$ cat src/logic/mem_pkg.sv
package mem_pkg;

  typedef logic [31:0] addr_t;
  typedef logic [31:0] data_t;
  typedef logic [3:0]  strb_t;

  // the region is taken from the top four address bits.
  localparam logic [3:0] region_ram  = 4'd0;
  localparam logic [3:0] region_gpio = 4'd1;

  // byte offsets inside the GPIO region.
  localparam addr_t gpio_out_off = 32'h0000_0000;
  localparam addr_t gpio_in_off  = 32'h0000_0004;

endpackage
$ cat src/logic/avl_if.sv
`timescale 1ns/1ps

interface avl_if;
  import mem_pkg::*;

  addr_t address;
  strb_t byteenable;
  logic  read;
  logic  write;
  data_t writedata;
  data_t readdata;
  logic  waitrequest;
  logic  readdatavalid; // comes in the same cycle that waitrequest is low.

  modport master (
    output address,
    output byteenable,
    output read,
    output write,
    output writedata,
    input  readdata,
    input  waitrequest,
    input  readdatavalid
  );

  modport slave (
    input  address,
    input  byteenable,
    input  read,
    input  write,
    input  writedata,
    output readdata,
    output waitrequest,
    output readdatavalid
  );

endinterface

$ cat src/logic/avl_gpio.sv
`timescale 1ns/1ps

module avl_gpio (
  input  logic           clk,
  input  logic           rst,
  avl_if.slave           bus,
  input  mem_pkg::data_t gpio_in,
  output mem_pkg::data_t gpio_out
);
  import mem_pkg::*;

  data_t out_q;
  data_t in_meta;
  data_t in_sync;
  logic  sel_out;
  logic  sel_in;

  assign sel_out = (bus.address[27:0] == gpio_out_off[27:0]);
  assign sel_in  = (bus.address[27:0] == gpio_in_off[27:0]);

  always_ff @(posedge clk) begin
    if (!rst) begin
      out_q <= '0;
    end else if (bus.write && sel_out) begin
      for (int b = 0; b < 4; b++) begin
        if (bus.byteenable[b]) begin
          out_q[8*b +: 8] <= bus.writedata[8*b +: 8];
        end
      end
    end
  end

  // gpio_in is asynchronous to clk.
  always_ff @(posedge clk) begin
    in_meta <= gpio_in;
    in_sync <= in_meta;
  end

  always_comb begin
    if (sel_out) begin
      bus.readdata = out_q;
    end else if (sel_in) begin
      bus.readdata = in_sync;
    end else begin
      bus.readdata = '0; // other offsets read as zero.
    end
  end

  assign bus.waitrequest   = 1'b0;
  assign bus.readdatavalid = bus.read;
  assign gpio_out          = out_q;

endmodule

$ cat src/flat_wrapper.sv
// flat-port wrapper written by rule: the top's interface ports become plain ports
module avl_gpio_flat import mem_pkg::*;
  (clk, rst, gpio_in, gpio_out, bus_address, bus_byteenable, bus_read, bus_write, bus_writedata, bus_readdata, bus_waitrequest, bus_readdatavalid);
  avl_if bus_i ();
  input  logic clk;
  input  logic rst;
  input  mem_pkg::data_t gpio_in;
  output mem_pkg::data_t gpio_out;
  input wire logic [$bits(bus_i.address)-1:0] bus_address;
  input wire logic [$bits(bus_i.byteenable)-1:0] bus_byteenable;
  input wire logic [$bits(bus_i.read)-1:0] bus_read;
  input wire logic [$bits(bus_i.write)-1:0] bus_write;
  input wire logic [$bits(bus_i.writedata)-1:0] bus_writedata;
  output wire logic [$bits(bus_i.readdata)-1:0] bus_readdata;
  output wire logic [$bits(bus_i.waitrequest)-1:0] bus_waitrequest;
  output wire logic [$bits(bus_i.readdatavalid)-1:0] bus_readdatavalid;
  assign bus_i.address = bus_address;
  assign bus_i.byteenable = bus_byteenable;
  assign bus_i.read = bus_read;
  assign bus_i.write = bus_write;
  assign bus_i.writedata = bus_writedata;
  assign bus_readdata = bus_i.readdata;
  assign bus_waitrequest = bus_i.waitrequest;
  assign bus_readdatavalid = bus_i.readdatavalid;
  avl_gpio u_core (.clk(clk), .rst(rst), .bus(bus_i), .gpio_in(gpio_in), .gpio_out(gpio_out));
endmodule
$ cat config.mk
export PLATFORM = sky130hd
export DESIGN_NAME = avl_gpio_flat
export DESIGN_NICKNAME = d
export VERILOG_FILES = /design/src/logic/mem_pkg.sv /design/src/logic/avl_if.sv /design/src/logic/avl_gpio.sv /design/src/flat_wrapper.sv
export SDC_FILE = /design/constraint.sdc
export NUM_CORES = 1
export LEC_CHECK = 0
export BUFFER_PORTS_ARGS = -buffer_cell sky130_fd_sc_hd__buf_2
export CORE_UTILIZATION = 40
export DETAILED_ROUTE_END_ITERATION = 6
export PLACE_DENSITY = 0.75
export SETUP_SLACK_MARGIN = 0.2
export SLEW_MARGIN = 30
export SYNTH_ARGS = -nofsm -noshare
export SYNTH_HDL_FRONTEND = slang
export SYNTH_SLANG_ARGS = --single-unit
$ cat constraint.sdc
create_clock -name clk -period 1.7 [get_ports clk]
set_input_delay 0.17 -clock clk [delete_from_list [all_inputs] [get_ports clk]]
set_output_delay 0.17 -clock clk [all_outputs]
set_load 0.05 [all_outputs]
==> results.cfg <==
[timing]
final-max-slew-violation-count = 0
setup_repair_after_global_routing_missed_its_margin = yes
setup_viol_count_final = 0
timing.final.hold_violations = 0
maxClockFrequency_mhz = 597
fin_skew_ps = 14.4
final_period_minus_worst_setup_slack_ps = 1670
final_min_period_over_clock_period_pct = 98.5

[route]
avgRoutedWirePerCell_um = 14.5
vias = 2724
antenna_left = 0
post_drt_via_cell_ratio = 4.52
drc = 0
drtIter0Drc = 75
wl_mm = 8.72
first_pass_iters = 4

[power]
internal_power_uw = 3250
clockPowerShare_pct = 36.3
vdd.ir_drop.worst_mv = 0.764
leakage_power_uw = 0.00242
power_per_cell_area_nw_per_um2 = 782
power.share.sequential_pct = 55.1
power_frac_comb_pct = 8.6
p_sw_share_pct = 23.7
switching_power_uw = 1010

[clock_network]
cts.root.buffer_cell = clkbuf_8
postCtsSetupBuffers = 0
insertion_delay_ps = 350
cts.sinks = 96
cts_max_level = 3
clock_tree_from_tritoncts = built
worst_setup_hold_path_clk_slew_ps = 110
number_of_buffers_inserted_during_clock_tree_synthesis = 9
clk_path_buf_depth = 2

[floorplanning]
initial_utilization_pct = 41.9
fp.dieW_um = 92.6
design.core.area_um2 = 7850
die-area_um2 = 8580
std_cell_rows = 32
design.portCount = 170
die-height_um = 92.6

[min_path]
worst_hold_class = in -> reg
holdPathEnd = u_core.gpio_out[21]$_SDFFE_PN0P_
hold_path.startpoint = bus_writedata[21]
cell_depth_of_the_worst_min_delay_path = 3

[flow_run]
drv_cap = 0

[critical_path]
startpoint_class = input pin
timing_worst_setup_path_type = in -> out
ff2ff_path_depth = 2
crit-reg2reg-launch = u_core.gpio_out[4]$_SDFFE_PN0P_
critPathArrivalTime_ps = 1500
timing.critical_path.to_type = output port
rrSetupSlack_ps = 1010
worstReg2RegEnd = u_core.gpio_out[4]$_SDFFE_PN0P_
path_max_fanout = 15
critical_path_required_ps = 1530

[logic_synthesis]
syn_nets = 397
synth.yosys.seq_area_share_pct = 58.5
syn_area_per_cell_um2 = 11.2
ys_warnings = 0
synth.cell_area_um2 = 3280
ys_seq_elements = 96
synth_cell_type_count = 15
synth_cells = 293

[place]
place.detailed.instances = 552
gp_congestion = 0.770
dpl.hpwl_mm = 5.55
portBuffers = 162

[global_route]
grt_start_max_net_pins = 65
overflow = 0
antenna_violations_before_repair = 0
grt_use_total_pct = 19.0
grt_pass1_vias = 2710
grt_first_pass_wirelength_mm = 12.6

[cells_and_area]
non_filler_instances = 602
insertedDiodeCount = 0
number_of_nets_at_the_end_of_the_flow = 599
area.growth.synth_to_final_pct = 65.8
layout-drive-gt1-share_pct = 48.4
most_frequent_standard_cell_in_the_layout_excluding_fill_and_tap_cells = buf_2
finalCoreUtilization_pct = 69.4
most-common-layout-cells = 126 x buf_2, 96 x dfxtp_1, 64 x mux2i_1, 64 x nand2_1, 32 x dlygate4sd3_1

[status]
outcome = completed
## area by class of cell
type	instances	area, um^2
Fill cell	581	2400
Clock buffer	9	124
Clock inverter	7	83.8
Timing Repair Buffer	208	1660
Inverter	4	70.1
Sequential cell	96	1920
Tap cell	102	128
Multi-Input combinational cell	176	1460
## registers in the layout, summed over array words and instances (netlist names)
name,flops
u_core.gpio_out,32
u_core.in_sync,32
u_core.in_meta,32
## kinds of logic (layout without fill, tap and decap cells)
logic type             count (synthesis)  after routing  share of synthesized area [%]
AND/OR/NAND/NOR                      111            111                           17.6
flip-flops                            96             96                           58.5
multiplexers                          64             64                           19.5
buffers and inverters                 21            228                           4.30
other                                  1              1                          0.114
## per-stage QoR
step / hold WS, ps / area (um^2) / TNS, ps / setup slack, ps / total power (uW)
floorplan: 198 / 3490 / -4280 / -198 / 2540
global placement: 273 / 4530 / -3190 / -114 / 2680
detailed placement: 274 / 4530 / -3490 / -126 / 2700
CTS: 38.2 / 5260 / 0 / 29.8 / 4290
global route: 37.4 / 5450 / -222 / -24.8 / 4430
finish: 49.8 / 5450 / 0 / 25.7 / 4260
## routing by layer
metal  track usage (%)  part of all wire (%)  vias to the layer above
met5                 0                     0                        -
met2              35.9                    54                       91
li1                  -                     -                     1363
met4              6.03                   1.1                        0
met1              20.6                    40                     1262
met3              4.84                   5.0                        8
## critical path: stages
cell	delay (ps)
buf_2	110
nor4_4	290
nand4_4	130
or2_4	310
buf_12	190
nor2_2	140
buf_6	170
## timing repair
item / CTS / global route
hold buffers: 32 / 0
endpoints found under the hold margin: 32 / 0
cloned: 0 / 2
endpoints found under the setup margin: 32 / 32
gates resized for setup: 67 / 30
pin swaps: 0 / 5
## synth_stat cells (all sizes together)
cell type	number	area share (%)
or2	1	0.19
bufinv	4	2.1
conb	1	0.11
nand3	1	0.30
clkbuf	15	1.7
nor3	1	0.15
nand2	64	7.3
buf	2	0.46
dfxtp	96	59
nand4	1	0.65
nor2	32	3.7
nand2b	1	0.19
mux2i	64	20
nor4	10	5.1
## worst max path at each step
stage          slack [ps]             from          endpoint
6_report               30   bus_address[5]  bus_readdata[31]
3_5_place_dp         -130  bus_address[14]  bus_readdata[15]
2_1_floorplan        -200   bus_address[9]   bus_readdata[0]
5_1_grt               -20   bus_address[9]  bus_readdata[11]
4_1_cts                30   bus_address[9]  bus_readdata[28]
3_3_place_gp         -110  bus_address[14]  bus_readdata[15]
## power by group through the flow
stage | combinational, uW | clock [uW] | sequential (uW)
2_1_floorplan | 150 | 0 | 2390
3_3_place_gp | 289 | 0 | 2390
3_5_place_dp | 296 | 0 | 2400
4_1_cts | 355 | 1590 | 2350
5_1_grt | 393 | 1680 | 2350
6_report | 367 | 1540 | 2350
(Power assumes the default switching activity.)
