<file path="src/logic/mem_pkg.sv">
package mem_pkg;

  typedef logic [31:0] addr_t;
  typedef logic [31:0] data_t;
  typedef logic [3:0]  strb_t;

  // the region is taken from the top four address bits.
  localparam logic [3:0] region_ram  = 4'd0;
  localparam logic [3:0] region_gpio = 4'd1;

  // byte offsets inside the GPIO region.
  localparam addr_t gpio_out_off = 32'h0000_0000;
  localparam addr_t gpio_in_off  = 32'h0000_0004;

endpackage
</file>
<file path="src/logic/avl_if.sv">
`timescale 1ns/1ps

interface avl_if;
  import mem_pkg::*;

  addr_t address;
  strb_t byteenable;
  logic  read;
  logic  write;
  data_t writedata;
  data_t readdata;
  logic  waitrequest;
  logic  readdatavalid; // comes in the same cycle that waitrequest is low.

  modport master (
    output address,
    output byteenable,
    output read,
    output write,
    output writedata,
    input  readdata,
    input  waitrequest,
    input  readdatavalid
  );

  modport slave (
    input  address,
    input  byteenable,
    input  read,
    input  write,
    input  writedata,
    output readdata,
    output waitrequest,
    output readdatavalid
  );

endinterface

</file>
<file path="src/logic/avl_bridge.sv">
`timescale 1ns/1ps

module avl_bridge (
  input  logic           clk,
  input  logic           rst,
  input  logic           valid,
  input  mem_pkg::addr_t addr,
  input  mem_pkg::data_t wdata,
  input  mem_pkg::strb_t wstrb,
  output mem_pkg::data_t rdata,
  output logic           ready,
  avl_if.master          bus
);
  import mem_pkg::*;

  typedef enum logic [1:0] {
    idle,
    load,
    store
  } state_t;

  state_t state;
  state_t state_next;
  addr_t  addr_q;
  data_t  wdata_q;
  strb_t  wstrb_q;
  logic   start_rd;
  logic   start_wr;

  assign start_rd = valid & ~(|wstrb); // an empty strobe mask means a read.
  assign start_wr = valid & (|wstrb);

  // the request goes out straight from the core port in the valid cycle.
  // After that the registered copy is held until the slave stops waiting.
  always_comb begin
    if (state == idle) begin
      bus.address    = addr;
      bus.byteenable = wstrb;
      bus.writedata  = wdata;
      bus.read       = start_rd;
      bus.write      = start_wr;
    end else begin
      bus.address    = addr_q;
      bus.byteenable = wstrb_q;
      bus.writedata  = wdata_q;
      bus.read       = (state == load);
      bus.write      = (state == store);
    end
  end

  always_comb begin
    state_next = state;
    ready      = 1'b0;
    rdata      = '0;
    case (state)
      idle: begin
        if (start_rd) begin
          state_next = load;
        end else if (start_wr) begin
          state_next = store;
        end
      end
      load: begin
        if (!bus.waitrequest && bus.readdatavalid) begin
          state_next = idle;
          ready      = 1'b1;
          rdata      = bus.readdata;
        end
      end
      store: begin
        if (!bus.waitrequest) begin
          state_next = idle;
          ready      = 1'b1;
        end
      end
      default: state_next = idle;
    endcase
  end

  always_ff @(posedge clk) begin
    if (!rst) begin
      state <= idle;
    end else begin
      state <= state_next;
    end
  end

  always_ff @(posedge clk) begin
    if (state == idle && valid) begin
      addr_q  <= addr;
      wdata_q <= wdata;
      wstrb_q <= wstrb;
    end
  end

  // the core may start a transfer only while the bridge is idle.
  a_valid_idle: assert property (@(posedge clk) disable iff (!rst)
    valid |-> state == idle);

  // a write is never answered with read data.
  a_wr_no_rdvalid: assert property (@(posedge clk) disable iff (!rst)
    bus.write |-> !bus.readdatavalid);

endmodule

</file>
<file path="src/flat_wrapper.sv">
// flat-port wrapper written by rule: the top's interface ports become plain ports
module avl_bridge_flat import mem_pkg::*;
  (clk, rst, valid, addr, wdata, wstrb, rdata, ready, bus_address, bus_byteenable, bus_read, bus_write, bus_writedata, bus_readdata, bus_waitrequest, bus_readdatavalid);
  avl_if bus_i ();
  input  logic clk;
  input  logic rst;
  input  logic valid;
  input  mem_pkg::addr_t addr;
  input  mem_pkg::data_t wdata;
  input  mem_pkg::strb_t wstrb;
  output mem_pkg::data_t rdata;
  output logic ready;
  output wire logic [$bits(bus_i.address)-1:0] bus_address;
  output wire logic [$bits(bus_i.byteenable)-1:0] bus_byteenable;
  output wire logic [$bits(bus_i.read)-1:0] bus_read;
  output wire logic [$bits(bus_i.write)-1:0] bus_write;
  output wire logic [$bits(bus_i.writedata)-1:0] bus_writedata;
  input wire logic [$bits(bus_i.readdata)-1:0] bus_readdata;
  input wire logic [$bits(bus_i.waitrequest)-1:0] bus_waitrequest;
  input wire logic [$bits(bus_i.readdatavalid)-1:0] bus_readdatavalid;
  assign bus_address = bus_i.address;
  assign bus_byteenable = bus_i.byteenable;
  assign bus_read = bus_i.read;
  assign bus_write = bus_i.write;
  assign bus_writedata = bus_i.writedata;
  assign bus_i.readdata = bus_readdata;
  assign bus_i.waitrequest = bus_waitrequest;
  assign bus_i.readdatavalid = bus_readdatavalid;
  avl_bridge u_core (.clk(clk), .rst(rst), .valid(valid), .addr(addr), .wdata(wdata), .wstrb(wstrb), .rdata(rdata), .ready(ready), .bus(bus_i));
endmodule
</file>
<file path="config.mk">
export PLATFORM = sky130hd
export DESIGN_NAME = avl_bridge_flat
export DESIGN_NICKNAME = d
export VERILOG_FILES = /design/src/logic/mem_pkg.sv /design/src/logic/avl_if.sv /design/src/logic/avl_bridge.sv /design/src/flat_wrapper.sv
export SDC_FILE = /design/constraint.sdc
export NUM_CORES = 1
export LEC_CHECK = 0
export BUFFER_PORTS_ARGS = -buffer_cell sky130_fd_sc_hd__buf_4
export CAP_MARGIN = 10
export CORE_AREA = 2 2 69 136
export DETAILED_ROUTE_END_ITERATION = 10
export DIE_AREA = 0 0 71 138
export HOLD_SLACK_MARGIN = 0.08
export PLACE_DENSITY = 0.75
export SYNTH_ARGS = -nofsm -noshare
export SYNTH_HDL_FRONTEND = slang
export SYNTH_SLANG_ARGS = --single-unit
</file>
<file path="constraint.sdc">
create_clock -name clk -period 2.59 [get_ports clk]
set_input_delay 0.259 -clock clk [delete_from_list [all_inputs] [get_ports clk]]
set_output_delay 0.259 -clock clk [all_outputs]
set_load 0.02 [all_outputs]
</file>
==> run metrics, run 1 <==
design area 5310 um^2; detailed-route via count 2519; # nets final 530; clock sinks 70; Final Worst Setup Slack 350 ps; Die Y 138 um; Yosys warning count 0; largest net degree at the start of global routing 39; max_cap viols 0; RSZ-0062 raised after global routing no; Starting Density 37.4%; first-pass GRT wire length 13.6 mm; wirelength, routed 8.75 mm; core area 8890 um^2; Startpoint Class flip-flop; worst hold slack 106 ps; Final period util 86.5%; Max Freq 447 MHz; minimum clock period 2240 ps; Total Power 3.46 mW; filler cell count 697; Clk Latency, worst-skew pair 330 ps; Clk pin slew, worst setup/hold paths 60 ps; Slew @ Worst Pin 486 ps; Setup CP Type reg -> out; average size of a mapped cell 15.9 um^2; Final setup viols 0; CTS tree yes; die area 9800 um^2; busiest grt layer met2; run status finished, final reports clean; PortBufs 207; pre-CTS setup slack 692 ps; utilization after layout 59.7%; static leakage power 2.32 nW; Post-CTS Hold Fix Bufs 0; # diodes 0; Hold Path Class in -> reg; GP Congestion 0.799; post-synthesis register bit count 70; DRC violations left 0; clock buffer depth 2; met1 usage 20.1%; Synthesized Nets 319; # resized after CTS 0; max-slew violations 0; Die Wd 71 um; crit end category output pin; Finished Layout Cells 527; TNS Setup 0 ps; Antenna Violating Nets Remaining 0; Cells after Synth 209; Power Density 653 nW/um^2; GRT Util Overall 18.0%; register area share after synthesis 62.6%; FF-to-FF setup slack 720 ps; initial antenna violation count 0; slowest CP cell buf_4; Area after DPL 4980 um^2; Initial DRT Pass Iterations 5; Initial DRC Count 120; H-tree depth 3; number of global-route vias before repair 2605; # rows 49; crit-path max FO 34; final hold violations 0; Critical Path Most Common Cell buf_4; io pins 208; Distinct cells, synth 21; CTS Root Cell clkbuf_16; CP Cell Sequence inv_1, ha_2, buf_4, mux2_2, buf_4; Post-CTS Setup Bufs 0; Post-Syn Area 3330 um^2; layout cells sized above 1 70.8%; GR Util met2 31.5%; max incr delay on CP 400 ps; Critical Path AT 1980 ps; per-cell routed wire length 16.6 um; skew final 9.53 ps; GRT overflow 0; Worst EP required 2330 ps; Inst Count DP 511; Num CTS Buffers 9; HPWL after DPL 6.80 mm; Vias/cell 4.78; worst rel slew slack 67.5%; met3 Use GR 3.43%; Area Overhead vs Synth 59.5%; worst vdd ir 0.496 mV
[worst max-delay path, delay by kind of cell (launching register included)]
kind	cells	cell delay (ps)
buf+inv	3	680
mux	1	390
flops	1	350
fa+ha+maj	1	220
[state kept, by name (all words and copies together), names as in the netlist]
| register | flops |
|---|---|
| u_core.wstrb_q | 4 |
| u_core.addr_q | 32 |
| u_core.wdata_q | 32 |
| u_core.state | 2 |
[worst paths after layout]
check                           cells past startpoint                 end       startpoint
worst min register to register                      2     u_core.state[1]  u_core.state[1]
worst max register to register                      6    u_core.addr_q[9]  u_core.state[0]
worst max-delay path                                5   bus_writedata[18]  u_core.state[0]
worst min-delay path                                1  u_core.wdata_q[21]        wdata[21]
[layout make-up]
class / instances / area [um^2] / area share (%)
clock buffers: 9 / 225 / 4.25
clock inverters: 7 / 98.8 / 1.86
inverters: 6 / 22.5 / 0.425
multi-input cells: 122 / 1150 / 21.7
flip-flops and latches: 70 / 2080 / 39.2
well taps: 102 / 128 / 2.41
repair buffers: 211 / 1600 / 30.1
[power by group]
part	leakage [nW]	switching (mW)	total, mW	internal [mW]
sequential	0.670	0.0223	1.37	1.35
clock	0.144	0.464	1.31	0.843
combinational	1.50	0.388	0.789	0.401
total	2.32	0.874	3.46	2.59
[cell usage after synthesis]
| cell | n | area [um^2] |
|---|---|---|
| a21oi_1 | 1 | 5.00 |
| a221o_1 | 1 | 10.0 |
| a222oi_1 | 1 | 10.0 |
| and2_1 | 32 | 200 |
| buf_2 | 1 | 5.00 |
| buf_4 | 7 | 52.6 |
| clkbuf_1 | 1 | 3.75 |
| clkbuf_2 | 2 | 10.0 |
| dfxtp_1 | 2 | 40.0 |
| edfxtp_1 | 68 | 2040 |
| ha_1 | 5 | 62.6 |
| inv_1 | 6 | 22.5 |
| mux2_2 | 68 | 766 |
| nand2_1 | 4 | 15.0 |
| nand2_2 | 1 | 6.26 |
| nand2b_4 | 1 | 13.8 |
| nor2_4 | 1 | 11.3 |
| nor3b_1 | 1 | 7.51 |
| nor4_1 | 1 | 6.26 |
| o22ai_1 | 4 | 25.0 |
| or4_4 | 1 | 11.3 |
[placed cells by master, fill, tap and decap left out, drive strengths merged]
cell type / synthesis / layout
nor4: 1 / 1
nor2: 1 / 1
buf: 8 / 211
inv: 6 / 6
nor3b: 1 / 1
mux2: 68 / 68
nand2b: 1 / 1
a221o: 1 / 1
edfxtp: 68 / 68
nand2: 5 / 5
bufinv: 0 / 2
o22ai: 4 / 4
a222oi: 1 / 1
ha: 5 / 5
dfxtp: 2 / 2
and2: 32 / 32
clkbuf: 3 / 9
a21oi: 1 / 1
or4: 1 / 1
clkinv: 0 / 1
clkinvlp: 0 / 4
[metal layers]
metal  vias up  routed length, um
met5         -                  0
met4         0                271
met3        19                477
met2       117               4770
met1      1186               3230
li1       1197                  -
[cell families after synthesis]
group | after synthesis | share of synthesized area, %
compound gates | 7 | 1.50
flops | 70 | 62.6
simple gates | 42 | 8.16
fa+ha+maj | 5 | 1.88
mux | 68 | 23.0
buf+inv | 17 | 2.82
(Power assumes the default switching activity.)
==> run 2: changes to the inputs <==
--- a/config.mk
+++ b/config.mk
@@ -11,7 +11,7 @@
 export DETAILED_ROUTE_END_ITERATION = 10
 export DIE_AREA = 0 0 71 138
 export HOLD_SLACK_MARGIN = 0.08
-export PLACE_DENSITY = 0.75
+export PLACE_DENSITY_LB_ADDON = 0.3
 export SYNTH_ARGS = -nofsm -noshare
 export SYNTH_HDL_FRONTEND = slang
 export SYNTH_SLANG_ARGS = --single-unit
==> run metrics, run 2 (synthesis results as in run 1) <==
Worst EP required 2330 ps (about the same); CTS Root Cell clkbuf_16; DRC violations left 0 (unchanged); Initial DRC Count 146 (+22%); run status finished, final reports clean; Post-CTS Hold Fix Bufs 0 (unchanged); GRT overflow 0 (unchanged); RSZ-0062 raised after global routing no; # nets final 531 (+0.19%); Clk Latency, worst-skew pair 320 ps (about the same); TNS Setup 0 ps (unchanged); WP buf/inv 3 (unchanged); # diodes 0 (unchanged); max incr delay on CP 400 ps (about the same); io pins 208 (unchanged); minimum clock period 2310 ps (+74.1 ps); clock sinks 70 (unchanged); slowest CP cell ha_4; max_cap viols 0 (unchanged); Critical Path Most Common Cell buf_4; detailed-route via count 2516 (-0.12%); Largest regs u_core.addr_q: 32 flops, u_core.wdata_q: 32 flops, u_core.wstrb_q: 4 flops; HPWL after DPL 6.60 mm (-3.0%); worst rel slew slack 66.9% (-0.68 points); Slew @ Worst Pin 496 ps (+10.2 ps); hold path cells 1 (unchanged); most frequent cells in the layout buf_4 (210), mux2_2 (68), edfxtp_1 (68); final hold violations 0 (unchanged); clock buffer depth 2 (unchanged); Final setup viols 0 (unchanged); initial antenna violation count 0 (unchanged); Setup CP Type reg -> out; wirelength, routed 8.41 mm (-3.8%); core area 8890 um^2 (unchanged); GRT Util Overall 17.3% (-0.70 points); per-cell routed wire length 15.9 um (-4.0%); commonest non-fill, non-tap cell in the layout buf_4; Worst R2R Path Depth 5 (-1); PortBufs 207 (unchanged); Power Density 627 nW/um^2 (-3.9%); Final period util 89.3% (+2.9 points); worst hold slack 122 ps (+15.5 ps); skew final 6.56 ps (-2.98 ps); static leakage power 2.32 nW (about the same); Antenna Violating Nets Remaining 0 (unchanged); Crit path depth 5 (unchanged); Die Y 138 um (unchanged); # rows 49 (unchanged); Starting Density 37.4% (unchanged); Die Wd 71 um (unchanged); Num CTS Buffers 9 (unchanged); Max Freq 432 MHz (-3.2%); max-slew violations 0 (unchanged); crit-path max FO 28 (-18%); CP Cell Sequence inv_1, ha_4, buf_4, mux2_2, buf_4; die area 9800 um^2 (unchanged); Startpoint Class flip-flop; first-pass GRT wire length 13.3 mm (-1.7%); Initial DRT Pass Iterations 6 (+1); GP Congestion 0.783 (-2.0%); Area Overhead vs Synth 59.2%; worst vdd ir 0.415 mV (-16%); largest net degree at the start of global routing 48 (+23%); # resized after CTS 0 (unchanged); crit-path leading delay family buffers and inverters; Hold Path Class in -> reg; CTS tree yes; Vias/cell 4.77 (-0.31%); Clk pin slew, worst setup/hold paths 60 ps (about the same); layout cells sized above 1 70.0% (-0.87 points); crit end category output pin; Post-CTS Setup Bufs 0 (unchanged); number of global-route vias before repair 2642 (+1.4%); Critical Path AT 2050 ps (+70 ps); filler cell count 747 (+7.2%); H-tree depth 3 (unchanged)
==> run 2: stage by stage <==
step	setup WS [ps]	power, mW	cells	area (um^2)	utilization (%)
after global routing	124	3.47	528	5290	59.5
after CTS	217	3.37	528	5290	59.5
after detailed placement	569	2.20	512	5010	56.4
after global placement	631	2.18	512	5010	56.4
after floorplan	79.9	1.82	209	3330	-
final	276	3.32	528	5290	59.5
==> run 2: power breakdown <==
part	switching (mW)	internal, mW
logic	0.386	0.411
clock network	0.421	0.737
registers	0.0213	1.35
total	0.828	2.49
==> run 2: layer usage <==
metal | up-vias | GRT usage, % | routed length, um
li1 | 1202 | - | -
met5 | - | 0 | 0
met3 | 19 | 4.23 | 563
met1 | 1185 | 21.2 | 3230
met4 | 0 | 8.04 | 227
met2 | 110 | 28.2 | 4400
==> run 2: layout make-up <==
class	count	area, um^2	area share (%)
tap	102	128	2.41
multi-input combinational	122	1160	22.0
sequential	70	2080	39.3
clock buffer	11	233	4.40
timing repair buffer	212	1620	30.5
inverter	6	22.5	0.425
clock inverter	5	50.0	0.945
==> run 2: final timing paths <==
| kind | endpoint | slack, ps | start |
|---|---|---|---|
| hold reg to reg | u_core.state[1] | 520 | u_core.state[1] |
| setup reg to reg | u_core.addr_q[21] | 840 | u_core.state[0] |
| hold / removal | u_core.wdata_q[15] | 120 | wdata[15] |
| setup / recovery | bus_address[18] | 280 | u_core.state[0] |
==> run 3: changes to the inputs <==
--- a/config.mk
+++ b/config.mk
@@ -5,11 +5,12 @@
 export SDC_FILE = /design/constraint.sdc
 export NUM_CORES = 1
 export LEC_CHECK = 0
+export ABC_AREA = 1
 export BUFFER_PORTS_ARGS = -buffer_cell sky130_fd_sc_hd__buf_4
 export CAP_MARGIN = 10
-export CORE_AREA = 2 2 69 136
+export CORE_AREA = 2 2 72 142
 export DETAILED_ROUTE_END_ITERATION = 10
-export DIE_AREA = 0 0 71 138
+export DIE_AREA = 0 0 74 144
 export HOLD_SLACK_MARGIN = 0.08
 export PLACE_DENSITY_LB_ADDON = 0.3
 export SYNTH_ARGS = -nofsm -noshare
==> run metrics, run 3 <==
hold path cells 1 (unchanged); r2r startpoint u_core.state[0]; commonest non-fill, non-tap cell in the layout buf_4; Post-CTS Hold Fix Bufs 0 (unchanged); io pins 208 (unchanged); multi-input logic area 1340 um^2 (+15%); minimum clock period 2340 ps (+27.3 ps); Inst Count DP 585 (+14%); Hold Path Class in -> reg; Initial DRC Count 148 (+1.4%); per-cell routed wire length 15.0 um (-5.8%); design area 5690 um^2 (+7.5%); PortBufs 207 (unchanged); Post-synth EDFFs 68 (unchanged); CTS tree yes; crit end category output pin; Cells after Synth 251 (+20%); final hold violations 0 (unchanged); Num CTS Buffers 9 (unchanged); # rows 51 (+4.1%); number of global-route vias before repair 2813 (+6.5%); utilization after layout 59.0% (-0.51 points); Clk pin slew, worst setup/hold paths 60 ps (about the same); Synth Flop Type edfxtp_1; initial antenna violation count 0 (unchanged); filler cell count 804 (+7.6%); # resized after CTS 0 (unchanged); Max Freq 427 MHz (-1.2%); CTS Root Cell clkbuf_16; worst vdd ir 0.335 mV (-19%); top cells by area, synth edfxtp_1 (55%), mux2_4 (27%), inv_1 (4.0%); RSZ-0062 raised after global routing no; FF-to-FF setup slack 700 ps (-140 ps); register area 2080 um^2 (unchanged); core area 9640 um^2 (+8.4%); crit-path max FO 32 (+14%); commonest cells in the netlist edfxtp_1 (68), mux2_4 (68), inv_1 (40); Starting Density 38.7% (+1.2 points); Final setup viols 0 (unchanged); Power Density 602 nW/um^2 (-4.1%); CP startpoint u_core.state[0]; Critical Path AT 2080 ps (+30 ps); Area Overhead vs Synth 52.7%; clock buffer depth 2 (unchanged); Clk Latency, worst-skew pair 330 ps (about the same); worst rel slew slack 72.3% (+5.4 points); average size of a mapped cell 14.8 um^2 (-6.7%); TNS Setup 0 ps (unchanged); max_cap viols 0 (unchanged); Die Wd 74 um (+4.2%); die area 10700 um^2 (+8.8%); GP Congestion 0.788 (+0.73%); Synthesized Nets 361 (+13%); # nets final 574 (+8.1%); DRC violations left 0 (unchanged); static leakage power 2.84 nW (+23%); Area after DPL 5390 um^2 (+7.6%); Critical Path Sink bus_address[1]; Antenna Violating Nets Remaining 0 (unchanged); GRT overflow 0 (unchanged); clock sinks 70 (unchanged); Worst EP required 2330 ps (about the same); post-synthesis register bit count 70 (unchanged); Yosys warning count 0 (unchanged); GRT Util Overall 17.0% (-0.28 points); run status finished, final reports clean; Worst R2R Path Depth 5 (unchanged); most frequent cells in the layout buf_4 (209), mux2_4 (68), edfxtp_1 (68); H-tree depth 3 (unchanged); Slew @ Worst Pin 415 ps (-80.4 ps); pre-CTS setup slack 587 ps (+17.9 ps); Setup CP Type reg -> out; Finished Layout Cells 601 (+14%); largest net degree at the start of global routing 33 (-31%); detailed-route via count 2695 (+7.1%); Synth area leader edfxtp_1; max-slew violations 0 (unchanged); reg2reg end u_core.addr_q[3]; Post-CTS Setup Bufs 0 (unchanged); skew final 5.64 ps (-0.920 ps); Initial DRT Pass Iterations 4 (-2); Post-Syn Area 3720 um^2 (+12%); Total Power 3.42 mW (+3.0%); wirelength, routed 9.02 mm (+7.2%); Largest regs u_core.addr_q: 32 flops, u_core.wdata_q: 32 flops, u_core.wstrb_q: 4 flops; # diodes 0 (unchanged); HPWL after DPL 7.23 mm (+9.6%); Startpoint Class flip-flop; layout cells sized above 1 64.6% (-5.3 points); Synth async-reset ratio 0% (unchanged); Final period util 90.4% (+1.1 points); worst hold slack 113 ps (-8.70 ps); Vias/cell 4.48 (-5.9%); Final Worst Setup Slack 249 ps (-27.3 ps); Distinct cells, synth 18 (-14%); register area share after synthesis 55.9% (-6.7 points); first-pass GRT wire length 13.5 mm (+0.94%); Die Y 144 um (+4.3%); share of the synthesized area in the top cell type 54.8% (-6.6 points)
## run 3: cell families after synthesis
| group | share of synthesized area [%] |
|---|---|
| flip-flops | 55.9 |
| multiplexers | 27.4 |
| buffers and inverters | 8.46 |
| AND/OR/NAND/NOR | 5.21 |
| AO/OA/AOI/OAI | 1.34 |
| adder cells (fa/ha/maj) | 1.68 |
## run 3: area by class of cell
class	count	share of cell area (%)
clock buffers	9	3.96
flip-flops and latches	70	36.6
inverters	41	2.71
well taps	132	2.90
clock inverters	7	1.30
multi-input cells	129	23.6
repair buffers	213	29.0
## run 3: worst min-delay path by stage
stage,start,to,slack [ps]
final,addr[8],u_core.addr_q[8],110
after global routing,addr[8],u_core.addr_q[8],90
after CTS,addr[8],u_core.addr_q[8],100
after detailed placement,addr[8],u_core.addr_q[8],450
after global placement,addr[12],u_core.addr_q[12],450
after floorplan,addr[0],u_core.addr_q[0],360
## run 3: where the power goes
part	leakage [nW]	switching [mW]	internal, mW
logic	2.03	0.387	0.460
clock network	0.136	0.465	0.746
registers	0.671	0.0254	1.34
total	2.84	0.878	2.54
## run 3: worst max-delay path, stage by stage (launching register included)
cell and delay (ps):
dfxtp_1 340, inv_1 160, ha_4 430, buf_12 300, mux2_4 330, buf_4 160
## run 3: per-layer routing
metal | GRT usage, % | up-vias | share of wire, %
li1 | - | 1282 | -
met1 | 17.2 | 1252 | 34
met2 | 30.9 | 149 | 57
met3 | 5.23 | 12 | 7.3
met4 | 7.46 | 0 | 1.8
met5 | 0 | - | 0
