**config.mk**
```make
export PLATFORM = sky130hd
export DESIGN_NAME = avl_decoder_flat
export DESIGN_NICKNAME = d
export VERILOG_FILES = /design/src/logic/mem_pkg.sv /design/src/logic/avl_if.sv /design/src/logic/avl_decoder.sv /design/src/flat_wrapper.sv
export SDC_FILE = /design/constraint.sdc
export NUM_CORES = 1
export LEC_CHECK = 0
export BUFFER_PORTS_ARGS = -buffer_cell sky130_fd_sc_hd__buf_4
export CORE_AREA = 2 2 121 123
export DETAILED_ROUTE_END_ITERATION = 8
export DIE_AREA = 0 0 123 125
export PLACE_DENSITY_LB_ADDON = 0.2
export SYNTH_ARGS = -nofsm -noshare
export SYNTH_HDL_FRONTEND = slang
export SYNTH_SLANG_ARGS = --single-unit
```
**constraint.sdc**
```tcl
create_clock -name vclk -period 1.5
set_clock_uncertainty 0.15 [all_clocks]
set_input_delay 0.15 -clock vclk [all_inputs]
set_output_delay 0.15 -clock vclk [all_outputs]
set_load 0.01 [all_outputs]
```
**src/logic/mem_pkg.sv**
```systemverilog
package mem_pkg;

  typedef logic [31:0] addr_t;
  typedef logic [31:0] data_t;
  typedef logic [3:0]  strb_t;

  // the region is taken from the top four address bits.
  localparam logic [3:0] region_ram  = 4'd0;
  localparam logic [3:0] region_gpio = 4'd1;

  // byte offsets inside the GPIO region.
  localparam addr_t gpio_out_off = 32'h0000_0000;
  localparam addr_t gpio_in_off  = 32'h0000_0004;

endpackage
```
**src/logic/avl_if.sv**
```systemverilog
`timescale 1ns/1ps

interface avl_if;
  import mem_pkg::*;

  addr_t address;
  strb_t byteenable;
  logic  read;
  logic  write;
  data_t writedata;
  data_t readdata;
  logic  waitrequest;
  logic  readdatavalid; // comes in the same cycle that waitrequest is low.

  modport master (
    output address,
    output byteenable,
    output read,
    output write,
    output writedata,
    input  readdata,
    input  waitrequest,
    input  readdatavalid
  );

  modport slave (
    input  address,
    input  byteenable,
    input  read,
    input  write,
    input  writedata,
    output readdata,
    output waitrequest,
    output readdatavalid
  );

endinterface

```
**src/logic/avl_decoder.sv**
```systemverilog
`timescale 1ns/1ps

module avl_decoder #(
  parameter int ram_words = 256
) (
  avl_if.slave  m,
  avl_if.master ram,
  avl_if.master gpio
);
  import mem_pkg::*;

  logic [3:0] region;
  logic       ram_sel;
  logic       gpio_sel;

  assign region   = m.address[31:28];
  assign ram_sel  = (region == region_ram) && (m.address[27:2] < 26'(ram_words));
  assign gpio_sel = (region == region_gpio);

  assign ram.address     = m.address;
  assign ram.byteenable  = m.byteenable;
  assign ram.writedata   = m.writedata;
  assign ram.read        = m.read & ram_sel;
  assign ram.write       = m.write & ram_sel;

  assign gpio.address    = m.address;
  assign gpio.byteenable = m.byteenable;
  assign gpio.writedata  = m.writedata;
  assign gpio.read       = m.read & gpio_sel;
  assign gpio.write      = m.write & gpio_sel;

  always_comb begin
    if (ram_sel) begin
      m.readdata      = ram.readdata;
      m.waitrequest   = ram.waitrequest;
      m.readdatavalid = ram.readdatavalid;
    end else if (gpio_sel) begin
      m.readdata      = gpio.readdata;
      m.waitrequest   = gpio.waitrequest;
      m.readdatavalid = gpio.readdatavalid;
    end else begin
      // unmapped space answers at once with zero, and writes are dropped.
      m.readdata      = '0;
      m.waitrequest   = 1'b0;
      m.readdatavalid = m.read;
    end
  end

endmodule

```
**src/flat_wrapper.sv**
```systemverilog
// flat-port wrapper written by rule: the top's interface ports become plain ports
module avl_decoder_flat import mem_pkg::*;
#(
  parameter int ram_words = 256
)
  (m_address, m_byteenable, m_read, m_write, m_writedata, m_readdata, m_waitrequest, m_readdatavalid, ram_address, ram_byteenable, ram_read, ram_write, ram_writedata, ram_readdata, ram_waitrequest, ram_readdatavalid, gpio_address, gpio_byteenable, gpio_read, gpio_write, gpio_writedata, gpio_readdata, gpio_waitrequest, gpio_readdatavalid);
  avl_if m_i ();
  avl_if ram_i ();
  avl_if gpio_i ();
  input wire logic [$bits(m_i.address)-1:0] m_address;
  input wire logic [$bits(m_i.byteenable)-1:0] m_byteenable;
  input wire logic [$bits(m_i.read)-1:0] m_read;
  input wire logic [$bits(m_i.write)-1:0] m_write;
  input wire logic [$bits(m_i.writedata)-1:0] m_writedata;
  output wire logic [$bits(m_i.readdata)-1:0] m_readdata;
  output wire logic [$bits(m_i.waitrequest)-1:0] m_waitrequest;
  output wire logic [$bits(m_i.readdatavalid)-1:0] m_readdatavalid;
  output wire logic [$bits(ram_i.address)-1:0] ram_address;
  output wire logic [$bits(ram_i.byteenable)-1:0] ram_byteenable;
  output wire logic [$bits(ram_i.read)-1:0] ram_read;
  output wire logic [$bits(ram_i.write)-1:0] ram_write;
  output wire logic [$bits(ram_i.writedata)-1:0] ram_writedata;
  input wire logic [$bits(ram_i.readdata)-1:0] ram_readdata;
  input wire logic [$bits(ram_i.waitrequest)-1:0] ram_waitrequest;
  input wire logic [$bits(ram_i.readdatavalid)-1:0] ram_readdatavalid;
  output wire logic [$bits(gpio_i.address)-1:0] gpio_address;
  output wire logic [$bits(gpio_i.byteenable)-1:0] gpio_byteenable;
  output wire logic [$bits(gpio_i.read)-1:0] gpio_read;
  output wire logic [$bits(gpio_i.write)-1:0] gpio_write;
  output wire logic [$bits(gpio_i.writedata)-1:0] gpio_writedata;
  input wire logic [$bits(gpio_i.readdata)-1:0] gpio_readdata;
  input wire logic [$bits(gpio_i.waitrequest)-1:0] gpio_waitrequest;
  input wire logic [$bits(gpio_i.readdatavalid)-1:0] gpio_readdatavalid;
  assign m_i.address = m_address;
  assign m_i.byteenable = m_byteenable;
  assign m_i.read = m_read;
  assign m_i.write = m_write;
  assign m_i.writedata = m_writedata;
  assign m_readdata = m_i.readdata;
  assign m_waitrequest = m_i.waitrequest;
  assign m_readdatavalid = m_i.readdatavalid;
  assign ram_address = ram_i.address;
  assign ram_byteenable = ram_i.byteenable;
  assign ram_read = ram_i.read;
  assign ram_write = ram_i.write;
  assign ram_writedata = ram_i.writedata;
  assign ram_i.readdata = ram_readdata;
  assign ram_i.waitrequest = ram_waitrequest;
  assign ram_i.readdatavalid = ram_readdatavalid;
  assign gpio_address = gpio_i.address;
  assign gpio_byteenable = gpio_i.byteenable;
  assign gpio_read = gpio_i.read;
  assign gpio_write = gpio_i.write;
  assign gpio_writedata = gpio_i.writedata;
  assign gpio_i.readdata = gpio_readdata;
  assign gpio_i.waitrequest = gpio_waitrequest;
  assign gpio_i.readdatavalid = gpio_readdatavalid;
  avl_decoder #(.ram_words(ram_words)) u_core (.m(m_i), .ram(ram_i), .gpio(gpio_i));
endmodule
```
==> qor_table.md, run 1 <==
| Group | Result | Value |
|---|---|---|
| outcome | Outcome | complete, but fails checks |
| outcome | Violated checks | negative setup slack |
| drt | Routed length per instance | 13.4 um |
| drt | Detailed Routing Iterations Pass 1 | 2 |
| placed design | Pre-CTS WS | -0.299 ns |
| layout | Core occupancy in the finished layout | 16.1% |
| worst setup path | Arr. time, crit path | 1.39 ns |
| floorplan | Floorplan core area | 14200 um2 |
| timing | Transition time of the tightest slew-check pin | 0.285 ns |
| layout | Layout Area Growth over Synthesis | 54.5% |
| run | Max_cap viols | 0 |
| worst setup path | Maximum fanout along the worst path | 4 |
| min path | Worst min path class | input pin to primary output |
| placed design | DP HPWL | 4810 um |
| floorplan | # rows | 44 |
| floorplan | Starting density of the core | 10.4% |
| yosys | Synthesized netlist net count | 330 |
| yosys | Area of the mapped netlist | 1480 um2 |
| yosys | Cell count after synthesis | 192 |
| grt | Via count of the first global-routing pass | 1461 |
| yosys | Most common library cells after synthesis | 136 x buf_4, 33 x a22o_1, 4 x buf_2, 4 x nor4_1 |
| layout | Fraction of layout cells with a size suffix above 1 | 84.6% |
| floorplan | Die width | 123 um |
| layout | Antenna Cells | 0 |
| layout | Post-layout net count | 387 |
| min path | WHS Path Cells | 0 |
| yosys | Average cell area after synthesis | 7.70 um2 |
| drt | Overall via count from detail_route | 1403 |
| layout | Final sequential cell count | 0 |
| drt | Highest layer used for signal routing | met4 |
| power | Peak supply drop | 0.0786 mV |
| worst setup path | Required time at the endpoint of the critical path | 1.20 ns |
| timing | Sum Neg Setup Slack | -5.23 ns |
| power | Power density over the cells | 205 nW/um2 |
| grt | Total congestion overflow after global routing | 0 |
| worst setup path | Worst setup SP type | input pin |
| placed design | Quantity of I/O buffers inserted on ports | 174 |
| timing | Endpoints failing setup | 36 |
| timing | Final hold violation count | 0 |
| grt | Combined global-route utilization of all metal layers | 6.50% |
| layout | Sequential cell area | 0 um2 |
| drt | DRT Wirelength | 5770 um |
| min path | Worst Hold End | gpio_writedata[8] |
| drt | Routed wire length on met3 | 721 um |
| yosys | Fraction of the yosys area taken by sequential cells | 0% |
| yosys | Most area-consuming cells after synthesis | buf_4 69%, a22o_1 20%, buf_6 2.3%, nor4_1 1.7%, mux2_2 1.5% |
| drt | Number of DRC violations after detailed routing | 0 |
| placed design | GPL Wtd Cong | 0.744 |
| yosys | Unique cell type count in the Yosys netlist | 13 |
| floorplan | Die area | 15400 um2 |
| worst setup path | Endpoint class of the critical path | primary output |
| yosys | Library cell with the highest instance count after synthesis | buf_4 |
| layout | Final design area excluding fillers | 2280 um2 |
| floorplan | Die Height | 125 um |
| drt | Routed length on met2 | 3180 um |
| grt | Number of antenna violations at the first check in global routing | 0 |
| drt | Metal-1 WL | 1560 um |
| timing | Headroom to the max-slew limit | 81.0% |
| placed design | Total placed instance area | 2120 um2 |
| grt | Pin count of the biggest net entering global routing | 34 |
| layout | Clk_buf instances | 0 |
| yosys | Cell type with the highest aggregate area in the netlist | buf_4 |
| timing | Fmax | 593 MHz |
| min path | Hold_sp | m_writedata[8] |
| drt | Via density per instance | 3.26 |
| floorplan | Boundary pin count | 312 |
| timing | RSZ-0062 raised after global routing | true |
| timing | Final max-slew violation count | 0 |
| worst setup path | Critical path start-end classification | input pin to primary output |
| grt | First-pass GRT wire length | 7710 um |
| yosys | Synthesis warning total | 0 |
| timing | Worst setup slack after layout | -0.187 ns |
| drt | DRC marker count from the first detailed-route iteration | 15 |
| power | Leakage power of the design | 1.16 nW |
| yosys | Area share of the largest cell type after synthesis | 69.0% |
| drt | Post-route antenna net violation count | 0 |
| timing | Final Critical Period | 1.69 ns |
| timing | Period utilisation layout | 112% |
## stage by stage
stage	hold WS [ns]	std cells	total power [mW]
CTS	0.150	431	0.473
floorplan	0.242	192	0.416
global route	0.150	431	0.500
detailed placement	0.150	429	0.449
finish	0.150	431	0.469
global placement	0.150	429	0.452
## cell usage in the layout (no fill, tap or decap), drive strengths merged
cell,netlist,routed
and2,3,3
and3,2,2
nor3,2,2
nand4,1,1
nand2,1,1
a22o,33,33
nor4,4,4
buf,143,198
mux2,2,2
nor2,1,1
## routing by layer
metal,vias to the layer above,track usage (%)
met4,0,3.61
met2,135,13.9
met3,43,1.05
met1,598,5.23
li1,627,-
met5,-,0
## worst max-delay path, stage by stage
cell and delay (ns):
buf_4 0.12, nor4_2 0.24, nand4_1 0.17, nor2_4 0.14, buf_12 0.14, mux2_4 0.30
buf_6 0.12
## repair_timing
action,CTS,global route
setup buffers,1,0
gates cloned,1,0
gates resized for setup,22,4
pin swaps,8,1
setup endpoints to repair,36,36
hold buffers,0,0
hold endpoints to repair,0,0
## power by group
| part | total (mW) | switching, mW | internal, mW |
|---|---|---|---|
| clock | 0 | 0 | 0 |
| sequential | 0 | 0 | 0 |
| combinational | 0.469 | 0.162 | 0.308 |
| total | 0.469 | 0.162 | 0.308 |
## worst max path at each step
stage / startpoint / endpoint / slack (ns)
4_1_cts: m_address[13] / m_readdatavalid / -0.19
3_5_place_dp: m_address[16] / m_readdatavalid / -0.30
3_3_place_gp: m_address[26] / m_readdatavalid / -0.30
6_report: m_address[28] / m_readdatavalid / -0.19
2_1_floorplan: m_address[26] / m_readdatavalid / 0.01
5_1_grt: m_address[30] / m_readdatavalid / -0.27
## cell families after synthesis
kind of cell	after synthesis	synth area share, %
AO/OA/AOI/OAI	33	19.5
buffers and inverters	143	72.7
multiplexers	2	1.52
AND/OR/NAND/NOR	14	6.26
## final cells by class
cell class / instances / area (um2)
multi-input combinational: 49 / 470
tap: 184 / 230
timing repair buffer: 198 / 1580
fill: 1615 / 11900
No activity file was read; power rests on OpenSTA's default activity.
==> inputs of run 2 (changes only) <==
GPL_TIMING_DRIVEN = 0   (was unset)
==> run 2 against run 1 <==
The flow still finishes with violations (negative setup slack). Critical path depth is the same. Fmax shrank 4.5%. Power grew 110%. Sequential cell count is the same. Count of clock-buffer cells in the layout is the same. Combinational power grew 110%. Final cell count grew 51%. Core utilization grew 12 points. Via count grew 57%. First-iteration DRC count shrank 33%. Wire length grew 33%. Largest cell class unchanged.
==> qor_table.md, run 2 (synthesis results as in run 1) <==
| Group | Result | Value | vs previous |
|---|---|---|---|
| outcome | Outcome | complete, but fails checks | unchanged |
| outcome | Violated checks | negative setup slack | unchanged |
| worst setup path | Arr. time, crit path | 1.47 ns | was 1.39 ns |
| layout | Final sequential cell count | 0 | unchanged |
| drt | Detailed Routing Iterations Pass 1 | 3 | was 2 |
| timing | Fmax | 566 MHz | was 593 MHz |
| placed design | Quantity of I/O buffers inserted on ports | 266 | was 174 |
| run | Max_cap viols | 0 | unchanged |
| timing | Endpoints failing setup | 36 | unchanged |
| timing | Period utilisation layout | 118% | was 112% |
| worst setup path | Maximum fanout along the worst path | 5 | was 4 |
| worst setup path | Number of buffer and inverter stages on the critical path | 3 | unchanged |
| drt | Overall via count from detail_route | 2197 | was 1403 |
| layout | Number of filler cells placed in the layout | 1547 | was 1615 |
| grt | Number of antenna violations at the first check in global routing | 0 | unchanged |
| power | Tot Pwr | 975 uW | was 469 uW |
| placed design | DP HPWL | 6750 um | was 4810 um |
| min path | Worst min path class | input pin to primary output | unchanged |
| timing | Final hold violation count | 0 | unchanged |
| placed design | GPL Wtd Cong | 0.743 | was 0.744 |
| timing | Transition time of the tightest slew-check pin | 0.233 ns | was 0.285 ns |
| floorplan | Floorplan core area | 14200 um2 | unchanged |
| timing | Headroom to the max-slew limit | 84.3% | was 81.0% |
| power | Leakage power of the design | 2.24 nW | was 1.16 nW |
| layout | Final design area excluding fillers | 4000 um2 | was 2280 um2 |
| worst setup path | Worst path cell trace | buf_8 > nor4_4 > nand4_1 > nor2_4 > buf_12 > mux2_4 > buf_6 | was buf_4 > nor4_2 > nand4_1 > nor2_4 > buf_12 > mux2_4 > buf_6 |
| power | Peak supply drop | 0.0976 mV | was 0.0786 mV |
| worst setup path | Cell at the slowest stage of the critical path | mux2_4 | unchanged |
| timing | RSZ-0062 raised after global routing | true | unchanged |
| placed design | Total placed instance area | 3720 um2 | was 2120 um2 |
| clock network | Hold bufs inserted after CTS | 0 | unchanged |
| grt | Via count of the first global-routing pass | 2275 | was 1461 |
| layout | Fraction of layout cells with a size suffix above 1 | 92.1% | was 84.6% |
| grt | Combined global-route utilization of all metal layers | 8.42% | was 6.50% |
| timing | Final Critical Period | 1.77 ns | was 1.69 ns |
| worst setup path | Largest stage delay on the critical path | 0.30 ns | about the same |
| layout | Layout Area Growth over Synthesis | 170% | was 54.5% |
| layout | Clk_buf instances | 0 | unchanged |
| floorplan | Boundary pin count | 312 | unchanged |
| grt | Pin count of the biggest net entering global routing | 11 | was 34 |
| worst setup path | Endpoint class of the critical path | primary output | unchanged |
| grt | First-pass GRT wire length | 10500 um | was 7710 um |
| drt | Routed length per instance | 11.8 um | was 13.4 um |
| drt | DRT Wirelength | 7660 um | was 5770 um |
| floorplan | # rows | 44 | unchanged |
| layout | Sequential cell area | 0 um2 | unchanged |
| worst setup path | Required time at the endpoint of the critical path | 1.20 ns | about the same |
| floorplan | Starting density of the core | 10.4% | unchanged |
| timing | Min Hold Slack | 0.326 ns | was 0.150 ns |
| worst setup path | Critical path start-end classification | input pin to primary output | unchanged |
| drt | DRC marker count from the first detailed-route iteration | 10 | was 15 |
| layout | Commonest non-fill, non-tap cells in the layout | 388 x buf_4, 32 x a22o_1, 22 x buf_6 | was 182 x buf_4, 33 x a22o_1, 12 x buf_6 |
| grt | Total congestion overflow after global routing | 0 | unchanged |
| drt | Via density per instance | 3.37 | was 3.26 |
| floorplan | Die area | 15400 um2 | unchanged |
| worst setup path | Category of cells accounting for the largest share of critical-path delay | simple AND/OR/NAND/NOR gates | unchanged |
| layout | Most frequent standard cell in the layout excluding fill and tap cells | buf_4 | unchanged |
| drt | Number of DRC violations after detailed routing | 0 | unchanged |
| floorplan | Die Height | 125 um | unchanged |
| layout | Antenna Cells | 0 | unchanged |
| drt | Post-route antenna net violation count | 0 | unchanged |
| power | Power density over the cells | 244 nW/um2 | was 205 nW/um2 |
| layout | Post-layout net count | 607 | was 387 |
| floorplan | Die width | 123 um | unchanged |
| layout | Area used by multi-input combinational logic | 475 um2 | was 470 um2 |
| timing | Worst setup slack after layout | -0.267 ns | was -0.187 ns |
| timing | Final max-slew violation count | 0 | unchanged |
| worst setup path | Worst setup SP type | input pin | unchanged |
==> run 2: area by class of cell <==
class,instances,area share (%)
repair buffers,276,55.3
plain buffers,142,27.1
multi-input cells,49,11.9
well taps,184,5.76
==> run 2: where the power goes <==
group | internal, mW | switching (mW)
clock | 0 | 0
combinational | 0.657 | 0.317
sequential | 0 | 0
==> run 2: repair_timing <==
item,in CTS,in global routing
gates cloned,3,0
pin swaps,13,11
setup buffers,6,2
gates resized for setup,31,13
endpoints found under the setup margin,36,36
==> run 2: worst paths after layout <==
check                       start            endpoint  slack, ns  cells after the start
hold / removal    m_writedata[14]  gpio_writedata[14]       0.33                      2
setup / recovery    m_address[13]     m_readdatavalid      -0.27                      7
==> run 2: stage by stage <==
step	setup TNS (ns)	worst slack (ns)	instances	util, %
global placement	-14.91	-0.499	642	26.2
floorplan	0	0.0108	192	-
CTS	-7.89	-0.304	651	27.9
global route	-10.61	-0.363	651	28.2
detailed placement	-15.25	-0.508	642	26.2
finish	-6.61	-0.267	651	28.2
==> run 2: per-layer routing <==
metal  wire (um)  global-route usage (%)
met1        2190                    7.49
met2        4340                    19.1
met3        1100                    1.82
met4          27                       0
met5           0                       0
==> inputs of run 3 (changes only) <==
--- a/config.mk
+++ b/config.mk
@@ -7,6 +7,7 @@
 export LEC_CHECK = 0
+export ABC_AREA = 1
 export BUFFER_PORTS_ARGS = -buffer_cell sky130_fd_sc_hd__buf_4
-export CORE_AREA = 2 2 121 123
+export CORE_AREA = 2 2 122 124
 export DETAILED_ROUTE_END_ITERATION = 8
-export DIE_AREA = 0 0 123 125
+export DIE_AREA = 0 0 124 126
 export GPL_TIMING_DRIVEN = 0
==> constraint.sdc (replaced) <==
create_clock -name vclk -period 1.5
set_clock_uncertainty 0.15 [all_clocks]
set_input_delay 0.075 -clock vclk [all_inputs]
set_output_delay 0.075 -clock vclk [all_outputs]
set_load 0.01 [all_outputs]
==> run 3 against run 2 <==
The flow now finishes without violations. Synthesized area up 17%. Power is 2.4% lower. Die area is 1.6% higher. Design area increased by 1.3%. Largest cell class unchanged. Highest routed layer unchanged.
==> qor_table.md, run 3 <==
| Group | Result | Value | vs previous |
|---|---|---|---|
| outcome | Outcome | completed | was complete, but fails checks |
| yosys | Cell type with the highest aggregate area in the netlist | buf_4 | unchanged |
| yosys | Synthesis warning total | 0 | unchanged |
| power | Peak supply drop | 0.0931 mV | was 0.0976 mV |
| timing | Endpoints failing setup | 0 | was 36 |
| drt | Overall via count from detail_route | 2566 | was 2197 |
| placed design | Cell count after placement | 732 | was 642 |
| timing | Final max-slew violation count | 0 | unchanged |
| timing | Headroom to the max-slew limit | 82.8% | was 84.3% |
| placed design | Quantity of I/O buffers inserted on ports | 266 | unchanged |
| yosys | Library cell with the highest instance count after synthesis | buf_4 | unchanged |
| worst setup path | Worst setup SP type | input pin | unchanged |
| worst setup path | Cell at the slowest stage of the critical path | buf_4 | was mux2_4 |
| placed design | DP HPWL | 7190 um | was 6750 um |
| min path | WHS Path Cells | 2 | unchanged |
| layout | Most frequent standard cell in the layout excluding fill and tap cells | buf_4 | unchanged |
| floorplan | Boundary pin count | 312 | unchanged |
| run | Max_cap viols | 0 | unchanged |
| timing | Final Critical Period | 1.40 ns | was 1.77 ns |
| worst setup path | Category of cells accounting for the largest share of critical-path delay | buffers and inverters | was simple AND/OR/NAND/NOR gates |
| layout | Commonest non-fill, non-tap cells in the layout | 410 x buf_4, 75 x nand2_1, 34 x nand4_1 | was 388 x buf_4, 32 x a22o_1, 22 x buf_6 |
| yosys | Area share of the largest cell type after synthesis | 60.3% | was 69.0% |
| placed design | Total placed instance area | 3960 um2 | was 3720 um2 |
| floorplan | Floorplan core area | 14300 um2 | was 14200 um2 |
| worst setup path | Arr. time, crit path | 1.17 ns | was 1.47 ns |
| layout | Layout Area Growth over Synthesis | 134% | was 170% |
| timing | Fmax | 715 MHz | was 566 MHz |
| yosys | Most common library cells after synthesis | 139 x buf_4, 76 x nand2_1, 34 x nand4_1 | was 136 x buf_4, 33 x a22o_1, 4 x buf_2, 4 x nor4_1 |
| min path | Hold_sp | m_writedata[5] | was m_writedata[14] |
| timing | Transition time of the tightest slew-check pin | 0.258 ns | was 0.233 ns |
| yosys | Unique cell type count in the Yosys netlist | 13 | unchanged |
| yosys | Area of the mapped netlist | 1730 um2 | was 1480 um2 |
| layout | Final design area excluding fillers | 4050 um2 | was 4000 um2 |
| placed design | GPL Wtd Cong | 0.722 | was 0.743 |
| drt | Number of DRC violations after detailed routing | 0 | unchanged |
| layout | Fraction of layout cells with a size suffix above 1 | 77.4% | was 92.1% |
| timing | Worst setup slack after layout | 0.101 ns | was -0.267 ns |
| grt | First-pass GRT wire length | 11200 um | was 10500 um |
| yosys | Cell count after synthesis | 282 | was 192 |
| worst setup path | Largest stage delay on the critical path | 0.17 ns | was 0.30 ns |
| floorplan | Starting density of the core | 12.1% | was 10.4% |
| drt | Post-route antenna net violation count | 0 | unchanged |
| layout | Post-layout net count | 694 | was 607 |
| layout | Sequential cell area | 0 um2 | unchanged |
| grt | Number of antenna violations at the first check in global routing | 0 | unchanged |
| layout | Count of non-filler cells in the finished layout | 738 | was 651 |
| placed design | Pre-CTS WS | -0.0698 ns | was -0.508 ns |
| worst setup path | Most Frequent Cell on Critical Path | buf_4 |  |
| worst setup path | Critical path start-end classification | input pin to primary output | unchanged |
| drt | Routed length per instance | 11.2 um | was 11.8 um |
| drt | DRC marker count from the first detailed-route iteration | 22 | was 10 |
| grt | GR Util met2 | 18.7% | was 19.1% |
| grt | Grt met1 use | 9.12% | was 7.49% |
| drt | DRT Wirelength | 8250 um | was 7660 um |
| min path | Worst Hold End | ram_writedata[5] | was gpio_writedata[14] |
| grt | Via count of the first global-routing pass | 2428 | was 2275 |
| worst setup path | Endpoint class of the critical path | primary output | unchanged |
| grt | Total congestion overflow after global routing | 0 | unchanged |
| grt | Most used routing layer in global routing | met2 | unchanged |
| yosys | Average cell area after synthesis | 6.13 um2 | was 7.70 um2 |
| layout | Antenna Cells | 0 | unchanged |
| floorplan | Die Height | 126 um | was 125 um |
| floorplan | Die area | 15600 um2 | was 15400 um2 |
| timing | Period utilisation layout | 93.3% | was 118% |
| floorplan | Die width | 124 um | was 123 um |
| floorplan | # rows | 44 | unchanged |
| timing | Final hold violation count | 0 | unchanged |
| min path | Worst min path class | input pin to primary output | unchanged |
| layout | Final sequential cell count | 0 | unchanged |
| yosys | Most area-consuming cells after synthesis | buf_4 60%, nand2_1 16%, nand4_1 12%, nor2_1 3.0%, buf_6 2.0% | was buf_4 69%, a22o_1 20%, buf_6 2.3%, nor4_1 1.7%, mux2_2 1.5% |
| grt | Met3 global-route usage | 1.04% | was 1.82% |
| layout | Area used by multi-input combinational logic | 624 um2 | was 475 um2 |
| drt | Via density per instance | 3.48 | was 3.37 |
| drt | Detailed Routing Iterations Pass 1 | 4 | was 3 |
| worst setup path | Maximum fanout along the worst path | 10 | was 5 |
| layout | Number of filler cells placed in the layout | 1619 | was 1547 |
| power | Power density over the cells | 235 nW/um2 | was 244 nW/um2 |
| worst setup path | Number of buffer and inverter stages on the critical path | 4 | was 3 |
| grt | Combined global-route utilization of all metal layers | 8.75% | was 8.42% |
| worst setup path | Required time at the endpoint of the critical path | 1.27 ns | was 1.20 ns |
| layout | Clk_buf instances | 0 | unchanged |
| power | Leakage power of the design | 2.43 nW | was 2.24 nW |
| yosys | Synthesized netlist net count | 420 | was 330 |
| grt | Pin count of the biggest net entering global routing | 11 | unchanged |
| yosys | Fraction of the yosys area taken by sequential cells | 0% | unchanged |
| worst setup path | Worst path cell trace | buf_4 > nor2_2 > nand2_1 > nor2_4 > buf_4 > buf_6 > nand4_1 > nand2_1 > buf_4 | was buf_8 > nor4_4 > nand4_1 > nor2_4 > buf_12 > mux2_4 > buf_6 |
## run 3: changes by cell type after synthesis, moves of 4 or more
cell / change
a22o_1: -33
nand2_1: +75
nand4_1: +33
nor2_1: +14
nor4_1: -4
## run 3: metal layers
metal	up-vias	part of all wire [%]	wire, um
li1	1312	-	-
met2	148	55	4550
met3	4	10	848
met4	0	0.53	44
met1	1102	34	2810
met5	-	0	0
## run 3: report_power, final
group | internal [mW] | total, mW | switching, mW
Clock | 0 | 0 | 0
Sequential | 0 | 0 | 0
Combinational | 0.634 | 0.951 | 0.318
## run 3: cell families (layout without fill, tap and decap cells)
group / after synthesis / count (layout) / share of synthesized area (%)
buf+inv: 152 / 424 / 64.9
simple gates: 130 / 130 / 35.1
## run 3: through the flow
step / utilization (%) / hold slack [ns] / power [mW] / TNS [ns]
after floorplan: - / 0.0918 / 0.426 / 0
after global routing: 28.3 / 0.180 / 1.02 / -0.00900
after CTS: 27.8 / 0.177 / 0.958 / 0
after global placement: 27.6 / 0.178 / 0.949 / -1.58
after detailed placement: 27.6 / 0.177 / 0.955 / -1.39
final: 28.3 / 0.176 / 0.951 / 0
## run 3: timing repair
item | in CTS | in global routing
hold buffers | 0 | 0
setup endpoints to repair | 30 | 30
pin swaps | 1 | 3
buffers inserted | 0 | 5
cloned | 0 | 1
gates resized for setup | 6 | 11
## run 3: area by class of cell
type               count  area share, %
repair buffers       272           50.3
well taps            184           5.68
multi-input cells    130           15.4
plain buffers        148           28.2
inverters              4          0.432
## run 3: worst max-delay path by stage
stage	slack, ns	startpoint	to	cells past startpoint
finish	0.10	m_address[13]	m_readdata[6]	9
global route	-0.006	m_address[29]	m_readdata[14]	8
CTS	0.01	m_address[13]	m_readdata[26]	8
detailed placement	-0.07	m_address[13]	m_readdata[26]	8
global placement	-0.08	m_address[13]	m_readdata[22]	8
floorplan	0.46	m_address[27]	m_readdata[10]	5
